### src/ccc_pkg.sv
// ###########################################################################
// shared definitions for the broadcast CCC target sequencer
// receive engine mode codes, register file addresses, CCC ids
// and the CCC code union
// ###########################################################################
package ccc_pkg;

  // receive engine modes, encodings agreed with the rx engine
  typedef enum logic [3:0] {
    PREAMBLE         = 4'b0001,  // single preamble bit
    DESER_DEF        = 4'b0010,  // defining byte or data byte
    CRC_VALUE        = 4'b0011,  // 5 bit crc word
    CHECK_PARITY     = 4'b0100,  // two parity bits of a word
    TOKEN_CRC        = 4'b0101,  // crc token 4'hC
    CCC_VALUE        = 4'b0110,  // command code byte
    SPECIAL_PREAMBLE = 4'b1001   // preamble ahead of the crc word
  } rx_mode_e;

  // command code fields
  typedef struct packed {
    logic       direct;  // set for direct ccc
    logic [6:0] id;
  } ccc_fields_s;

  // one byte, read raw or split into direct flag and id
  typedef union packed {
    logic [7:0]  raw;
    ccc_fields_s fields;
  } ccc_code_u;

  // register file map
  localparam logic [7:0] REGF_DEF_ADDR = 8'hFF;  // scratch, defining byte lands here
  localparam logic [7:0] REGF_MWL_ADDR = 8'h00;  // mwl msb, lsb at +1
  localparam logic [7:0] REGF_MRL_ADDR = 8'h02;  // mrl msb, lsb at +1

  // broadcast codes with a register target
  localparam logic [6:0] CCC_SETMWL = 7'h09;
  localparam logic [6:0] CCC_SETMRL = 7'h0A;

endpackage

### src/ccc_regf_port.sv
// ###########################################################################
// register file side of the CCC target
// holds the command code, decodes SETMWL/SETMRL support,
// counts data bytes and drives the write strobe and address
// ###########################################################################
`timescale 1ns/10ps

module ccc_regf_port (
  input  logic       i_sys_clk,
  input  logic       i_sys_rst,
  input  logic       i_ccc_capture,     // CCC_VALUE done
  input  logic [7:0] i_ccc_value,       // valid with capture
  input  logic       i_def_byte_done,
  input  logic       i_data_byte_done,
  output logic       o_ccc_supported,
  output logic       o_last_byte,
  output logic       o_regf_wr_en,
  output logic [7:0] o_regf_addr
);

  ccc_pkg::ccc_code_u ccc_q;     // captured code
  ccc_pkg::ccc_code_u ccc_cur;   // code as seen this cycle
  logic               byte_cnt;  // 0 first data byte, 1 second
  logic               is_mwl;
  logic               is_mrl;
  logic [7:0]         data_base;

  always_ff @(posedge i_sys_clk or negedge i_sys_rst) begin
    if (!i_sys_rst) begin
      ccc_q.raw <= 8'h00;
      byte_cnt  <= 1'b0;
    end else begin
      if (i_ccc_capture) begin
        ccc_q.raw <= i_ccc_value;
        byte_cnt  <= 1'b0;  // new command, restart count
      end else if (i_data_byte_done) begin
        byte_cnt <= ~byte_cnt;
      end
    end
  end

  // bypass so the FSM sees support in the capture cycle itself
  assign ccc_cur.raw = i_ccc_capture ? i_ccc_value : ccc_q.raw;

  assign is_mwl = (ccc_cur.fields.id == ccc_pkg::CCC_SETMWL);
  assign is_mrl = (ccc_cur.fields.id == ccc_pkg::CCC_SETMRL);

  // broadcast only, direct codes are not handled here
  assign o_ccc_supported = !ccc_cur.fields.direct && (is_mwl || is_mrl);
  assign o_last_byte     = byte_cnt;

  assign data_base = is_mrl ? ccc_pkg::REGF_MRL_ADDR : ccc_pkg::REGF_MWL_ADDR;

  assign o_regf_wr_en = i_def_byte_done | i_data_byte_done;

  always_comb begin
    if (i_def_byte_done) begin
      o_regf_addr = ccc_pkg::REGF_DEF_ADDR;
    end else if (i_data_byte_done) begin
      o_regf_addr = data_base + {7'd0, byte_cnt};  // msb then lsb
    end else begin
      o_regf_addr = 8'h00;  // idle bus
    end
  end

endmodule

### src/ccc_sequencer.sv
// ###########################################################################
// broadcast CCC frame FSM for the HDR-DDR target
// launches rx/tx engine modes, strobes the register file port
// and flags the end of a frame
// ###########################################################################
`timescale 1ns/10ps

module ccc_sequencer (
  input  logic              i_sys_clk,
  input  logic              i_sys_rst,
  input  logic              i_engine_en,       // level, frame may start
  input  logic              i_tx_mode_done,    // ack sent
  input  logic              i_rx_mode_done,    // rx mode finished
  input  logic              i_rx_error,        // valid with rx done
  input  logic              i_preamble_bit,    // valid with preamble done
  input  logic              i_restart_done,
  input  logic              i_exit_done,
  input  logic              i_ccc_supported,   // from regf port
  input  logic              i_last_byte,       // second data byte pending
  output logic              o_tx_en,
  output logic              o_rx_en,
  output ccc_pkg::rx_mode_e o_rx_mode,
  output logic              o_engine_done,
  output logic              o_ccc_capture,
  output logic              o_def_byte_done,
  output logic              o_data_byte_done
);

  typedef enum logic [3:0] {
    IDLE             = 4'd0,
    PRE_CMD          = 4'd1,
    ACK              = 4'd2,
    CHECK_CCC        = 4'd3,
    DEF_DATA         = 4'd4,
    CHECK_PARITY     = 4'd5,
    DATA             = 4'd6,
    SPECIAL_PREAMBLE = 4'd7,
    TOKEN_CRC        = 4'd8,
    CRC_VALUE        = 4'd9,
    RESTART_EXIT     = 4'd10
  } state_e;

  state_e cur_state;
  state_e nxt_state;
  logic   data_phase;      // low in command word, high in data word
  logic   data_phase_nxt;

  always_ff @(posedge i_sys_clk or negedge i_sys_rst) begin
    if (!i_sys_rst) begin
      cur_state  <= IDLE;
      data_phase <= 1'b0;
    end else begin
      cur_state  <= nxt_state;
      data_phase <= data_phase_nxt;
    end
  end

  // every launch or strobe fires in the cycle of the done that causes it
  always_comb begin
    nxt_state        = cur_state;
    data_phase_nxt   = data_phase;
    o_tx_en          = 1'b0;
    o_rx_en          = 1'b0;
    o_rx_mode        = ccc_pkg::rx_mode_e'(4'd0);  // zero when not launched
    o_engine_done    = 1'b0;
    o_ccc_capture    = 1'b0;
    o_def_byte_done  = 1'b0;
    o_data_byte_done = 1'b0;

    case (cur_state)
      IDLE: begin
        data_phase_nxt = 1'b0;  // new frame starts in command word
        if (i_engine_en) begin
          o_rx_en   = 1'b1;
          o_rx_mode = ccc_pkg::PREAMBLE;
          nxt_state = PRE_CMD;
        end
      end

      PRE_CMD: begin
        if (!i_engine_en) begin
          nxt_state = IDLE;  // quiet drop, no done
        end else if (i_rx_mode_done) begin
          if (i_preamble_bit) begin
            o_tx_en   = 1'b1;  // drive the ack
            nxt_state = ACK;
          end else begin
            o_engine_done = 1'b1;  // reject
            nxt_state     = IDLE;
          end
        end
      end

      ACK: begin
        if (i_tx_mode_done) begin
          o_rx_en = 1'b1;
          if (data_phase) begin
            o_rx_mode = ccc_pkg::DESER_DEF;  // first data byte
            nxt_state = DATA;
          end else begin
            o_rx_mode = ccc_pkg::CCC_VALUE;
            nxt_state = CHECK_CCC;
          end
        end
      end

      CHECK_CCC: begin
        if (i_rx_mode_done) begin
          o_ccc_capture = 1'b1;  // supported is valid this cycle
          if (i_ccc_supported) begin
            o_rx_en   = 1'b1;
            o_rx_mode = ccc_pkg::DESER_DEF;
            nxt_state = DEF_DATA;
          end else begin
            o_engine_done = 1'b1;
            nxt_state     = IDLE;
          end
        end
      end

      DEF_DATA: begin
        if (i_rx_mode_done) begin
          o_def_byte_done = 1'b1;  // defining byte to scratch
          o_rx_en         = 1'b1;
          o_rx_mode       = ccc_pkg::CHECK_PARITY;
          nxt_state       = CHECK_PARITY;
        end
      end

      CHECK_PARITY: begin
        if (i_rx_mode_done) begin
          if (i_rx_error) begin
            o_engine_done = 1'b1;
            nxt_state     = IDLE;
          end else if (data_phase) begin
            o_rx_en   = 1'b1;
            o_rx_mode = ccc_pkg::SPECIAL_PREAMBLE;
            nxt_state = SPECIAL_PREAMBLE;
          end else begin
            // command word done, data word follows
            data_phase_nxt = 1'b1;
            o_rx_en        = 1'b1;
            o_rx_mode      = ccc_pkg::PREAMBLE;
            nxt_state      = PRE_CMD;
          end
        end
      end

      DATA: begin
        if (i_rx_mode_done) begin
          o_data_byte_done = 1'b1;
          o_rx_en          = 1'b1;
          if (i_last_byte) begin
            o_rx_mode = ccc_pkg::CHECK_PARITY;
            nxt_state = CHECK_PARITY;
          end else begin
            o_rx_mode = ccc_pkg::DESER_DEF;  // second byte
          end
        end
      end

      SPECIAL_PREAMBLE: begin
        if (i_rx_mode_done) begin
          o_rx_en   = 1'b1;
          o_rx_mode = ccc_pkg::TOKEN_CRC;
          nxt_state = TOKEN_CRC;
        end
      end

      TOKEN_CRC: begin
        if (i_rx_mode_done) begin
          if (i_rx_error) begin
            o_engine_done = 1'b1;
            nxt_state     = IDLE;
          end else begin
            o_rx_en   = 1'b1;
            o_rx_mode = ccc_pkg::CRC_VALUE;
            nxt_state = CRC_VALUE;
          end
        end
      end

      CRC_VALUE: begin
        if (i_rx_mode_done) begin
          if (i_rx_error) begin
            o_engine_done = 1'b1;
            nxt_state     = IDLE;
          end else begin
            nxt_state = RESTART_EXIT;  // bus owns the next step
          end
        end
      end

      RESTART_EXIT: begin
        if (i_restart_done) begin
          data_phase_nxt = 1'b0;  // next word is a command word
          o_rx_en        = 1'b1;
          o_rx_mode      = ccc_pkg::PREAMBLE;
          nxt_state      = PRE_CMD;
        end else if (i_exit_done) begin
          o_engine_done = 1'b1;
          nxt_state     = IDLE;
        end
      end

      default: nxt_state = IDLE;
    endcase
  end

endmodule

### src/ccc_target.sv
// ###########################################################################
// broadcast CCC target top level
// frame sequencer plus register file port
// ###########################################################################
`timescale 1ns/10ps

module ccc_target (
  input  logic              i_sys_clk,
  input  logic              i_sys_rst,
  input  logic              i_engine_en,
  input  logic              i_tx_mode_done,
  input  logic              i_rx_mode_done,
  input  logic              i_rx_error,
  input  logic              i_preamble_bit,
  input  logic [7:0]        i_ccc_value,
  input  logic              i_restart_done,
  input  logic              i_exit_done,
  output logic              o_tx_en,
  output logic              o_rx_en,
  output ccc_pkg::rx_mode_e o_rx_mode,
  output logic              o_engine_done,
  output logic [7:0]        o_regf_addr,
  output logic              o_regf_wr_en
);

  logic ccc_capture;     // code byte received
  logic def_byte_done;   // defining byte received
  logic data_byte_done;  // SETMWL/SETMRL payload byte received
  logic ccc_supported;
  logic last_byte;

  ccc_sequencer u_sequencer (
    .i_sys_clk        (i_sys_clk),
    .i_sys_rst        (i_sys_rst),
    .i_engine_en      (i_engine_en),
    .i_tx_mode_done   (i_tx_mode_done),
    .i_rx_mode_done   (i_rx_mode_done),
    .i_rx_error       (i_rx_error),
    .i_preamble_bit   (i_preamble_bit),
    .i_restart_done   (i_restart_done),
    .i_exit_done      (i_exit_done),
    .i_ccc_supported  (ccc_supported),
    .i_last_byte      (last_byte),
    .o_tx_en          (o_tx_en),
    .o_rx_en          (o_rx_en),
    .o_rx_mode        (o_rx_mode),
    .o_engine_done    (o_engine_done),
    .o_ccc_capture    (ccc_capture),
    .o_def_byte_done  (def_byte_done),
    .o_data_byte_done (data_byte_done)
  );

  ccc_regf_port u_regf_port (
    .i_sys_clk        (i_sys_clk),
    .i_sys_rst        (i_sys_rst),
    .i_ccc_capture    (ccc_capture),
    .i_ccc_value      (i_ccc_value),
    .i_def_byte_done  (def_byte_done),
    .i_data_byte_done (data_byte_done),
    .o_ccc_supported  (ccc_supported),
    .o_last_byte      (last_byte),
    .o_regf_wr_en     (o_regf_wr_en),
    .o_regf_addr      (o_regf_addr)
  );

endmodule

### config.mk
export PLATFORM = sky130hd
export DESIGN_NAME = ccc_target
export DESIGN_NICKNAME = d
export VERILOG_FILES = /design/src/ccc_pkg.sv /design/src/ccc_regf_port.sv /design/src/ccc_sequencer.sv /design/src/ccc_target.sv
export SDC_FILE = /design/constraint.sdc
export NUM_CORES = 1
export LEC_CHECK = 0
export BUFFER_PORTS_ARGS = -buffer_cell sky130_fd_sc_hd__buf_2
export CAP_MARGIN = 20
export CORE_AREA = 4 4 57 59
export DETAILED_ROUTE_END_ITERATION = 16
export DIE_AREA = 0 0 61 63
export GPL_ROUTABILITY_DRIVEN = 0
export HOLD_SLACK_MARGIN = 0.08
export PLACE_DENSITY_LB_ADDON = 0.1
export SLEW_MARGIN = 30
export SYNTH_ARGS = -nofsm -noshare
export SYNTH_HDL_FRONTEND = slang
export SYNTH_SLANG_ARGS = --single-unit
export TNS_END_PERCENT = 5
### constraint.sdc
create_clock -name i_sys_clk -period 2.3 [get_ports i_sys_clk]
set_input_delay 0.23 -clock i_sys_clk [delete_from_list [all_inputs] [get_ports i_sys_clk]]
set_output_delay 0.23 -clock i_sys_clk [all_outputs]
set_load 0.01 [all_outputs]
==> impl_metrics.py <==
metrics = {
    "worst_setup_path": {
        "r2r-end": "u_sequencer.cur_state[1]",
        "cp-end-kind": "output pin",
        "cp_num_cells": 6,
        "cp_num_buf_inv": 2,
        "cp.required_ps": 2070,
        "critPathKind": "flip-flop to output pin",
        "max_stage_delay_ps": 500,
        "arrival_ps": 1900,
        "critPathMaxFanout": 15,
        "reg2reg_depth": 5,
        "start_kind": "flip-flop",
        "path_cells": "buf_4, nand2b_1, nor3b_1, nand2_1, o32ai_1, buf_2",
        "ff2ff_setup_slack_ps": 400,
        "critPathSlowestCell": "dfrtp_2",
        "rr_startpoint": "u_sequencer.cur_state[1]",
        "crit_family": "simple AND/OR/NAND/NOR gates",
    },
    "synth": {
        "synthesis.area_mm2": 0.00119,
        "synth_edf_count": 0,
        "ys_ff_latch": 13,
        "synth.distinct_cells": 48,
        "synth.avg_cell_area_um2": 8.62,
        "yosys-top-cells-area": "dfrtp_1 (27%), mux2_2 (6.6%), buf_4 (5.0%)",
        "yosys.area.top_type_share": 0.273,
        "synth_ff_type": "dfrtp_1",
        "synth_async_sr_flop_share": 1.00,
        "yosys-top-cells-count": "dfrtp_1 (13), nand2_1 (11), buf_4 (8), nor2_1 (8)",
        "syn-num-nets": 155,
        "synthCells": 138,
        "ys_seq_area_frac": 0.273,
        "yosysWarnings": 0,
        "yosysMostFrequentCell": "dfrtp_1",
        "yosysTopAreaCell": "dfrtp_1",
    },
    "sta": {
        "clock_skew_ps": 1.36,
        "maxSlewHeadroom": 0.672,
        "hold_viol": 0,
        "setup_tns_ps": 0,
        "tightest_slew_ps": 492,
        "final-setup-viol-count": 0,
        "rsz0062_at_grt": "no",
        "fin_crit_sh": 0.925,
        "drv_slew": 0,
        "max_clock_freq_mhz": 470,
        "min_period_ps": 2130,
    },
    "clock_tree": {
        "insertion_delay_ps": 270,
        "htreeDepth": 1,
        "cts_tree": "done",
        "numClockSinks": 13,
        "cts_buffer_depth": 2,
        "cts_buffers": 3,
        "path_clk_slew_ps": 80,
        "cts_root_buf": "clkbuf_4",
    },
    "floorplan": {
        "core.rowCount": 19,
        "die_w_um": 61,
        "ios": 33,
        "dieArea_mm2": 0.00384,
        "die_y_um": 63,
        "initial_core_util": 0.439,
        "coreArea_mm2": 0.00271,
    },
    "power_and_ir_drop": {
        "p_per_area_mw_per_mm2": 819,
        "vdd.ir_drop.worst_mv": 0.630,
        "p_leak_nw": 0.623,
    },
    "route": {
        "dr.pass1.iters": 4,
        "vias": 1117,
        "route.detailed.vias_per_inst": 5.73,
        "drtIter0Drc": 67,
        "post_drt_wl_per_cell_um": 15.9,
        "wirelength_um": 3090,
        "route.detailed.drc": 0,
        "ant_nets": 0,
    },
    "finish": {
        "syn2layout_area_growth_pct": 14.4,
        "fill_cells": 293,
        "fin_nets": 182,
        "diodes": 0,
        "layout-drive-gt1-share": 0.348,
        "finalNonFillerCells": 195,
    },
    "worst_hold_path": {
        "hold_depth": 2,
        "holdCritStartpoint": "i_ccc_value[5]",
        "holdPathEnd": "u_regf_port.ccc_q[5]",
        "hold_path.class": "input pin to flip-flop",
    },
    "place": {
        "hpwl_um": 2380,
        "portBuffers": 32,
        "numPlacedInstances": 190,
    },
    "grt": {
        "grt_pass1_wl_um": 5060,
        "antenna_found_initial": 0,
        "track_usage": 0.170,
        "grt_max_degree": 24,
        "grt-ovfl-total": 0,
        "grt_pass1_vias": 1098,
    },
    "job": {
        "drv_cap": 0,
    },
    "run_status": {
        "status": "finished clean",
    },
}
layer usage:
layer / vias to the layer above / global-route usage / share of wire
met3: 7 / 0.0124 / 0.066
met5: - / 0 / 0
met1: 512 / 0.222 / 0.43
met4: 0 / 0.0705 / 0.020
met2: 44 / 0.282 / 0.49
li1: 554 / - / -
state kept, by name (all words and copies together) (netlist names):
signal,count
u_regf_port.ccc_q,7
u_sequencer.cur_state,4
u_regf_port.o_last_byte,1
u_sequencer.data_phase,1
cells in the final DEF, fill, tap and decap left out, types with 5 or more instances in the layout:
cell type,count
o21ai_0,6
inv_1,7
buf_2,32
a21oi_1,7
nand3_1,5
mux2_2,7
nor2b_1,6
nor2_1,8
nand2_1,11
dfrtp_1,11
where the power goes:
part | internal [mW] | switching [mW] | leakage, nW | total [mW]
registers | 0.318 | 0.108 | 0.158 | 0.426
logic | 0.272 | 0.278 | 0.447 | 0.550
clock network | 0.0645 | 0.0751 | 0.0177 | 0.140
logic make-up after synthesis:
logic type	synth area share
DFF	0.273
xor gates and xnor gates	0.00736
buffers and inverters	0.109
and+or+nand+nor	0.341
AOI/OAI and AO/OA	0.165
muxes	0.104
worst max path at each step:
stage	from	end	slack, ps
floorplan	u_sequencer.cur_state[1]	u_sequencer.cur_state[1]	700
global placement	u_sequencer.cur_state[2]	u_sequencer.cur_state[1]	390
detailed placement	u_sequencer.cur_state[2]	u_sequencer.cur_state[1]	320
CTS	u_sequencer.cur_state[1]	o_rx_mode[2]	60
global route	u_sequencer.cur_state[3]	o_regf_addr[1]	2
finish	u_sequencer.cur_state[1]	o_rx_mode[2]	170
repair_timing:
item / 4_1_cts / 5_1_grt
gates resized for setup: 0 / 3
setup buffers: 0 / 0
endpoints found under the setup margin: 0 / 9
endpoints found under the hold margin: 13 / 0
hold buffers: 1 / 0
stage by stage:
stage | utilization | hold WS (ps) | setup WS (ps) | cell area (um2) | total power, mW
2_1_floorplan | - | -65.6 | 705 | 1190 | 0.836
3_3_place_gp | 0.485 | 130 | 389 | 1320 | 0.956
3_5_place_dp | 0.485 | 130 | 316 | 1320 | 0.967
4_1_cts | 0.499 | 196 | 63.7 | 1350 | 1.11
5_1_grt | 0.502 | 197 | 1.86 | 1360 | 1.20
6_report | 0.502 | 204 | 173 | 1360 | 1.12
final cells by class:
type,instances,area (um2),area share
clock buffer,3,22.5,0.0165
clock inverter,1,5.00,0.00368
inverter,7,26.3,0.0193
multi-input combinational,103,741,0.544
sequential,13,328,0.241
tap,31,38.8,0.0285
timing repair buffer,37,200,0.147
worst reg2reg max path, stage by stage (launching register included):
cell and delay, ps:
dfrtp_2 500, buf_4 220, mux2i_1 130, a32oi_1 210, nor4b_4 390, mux2_4 340
(Power assumes the default switching activity.)
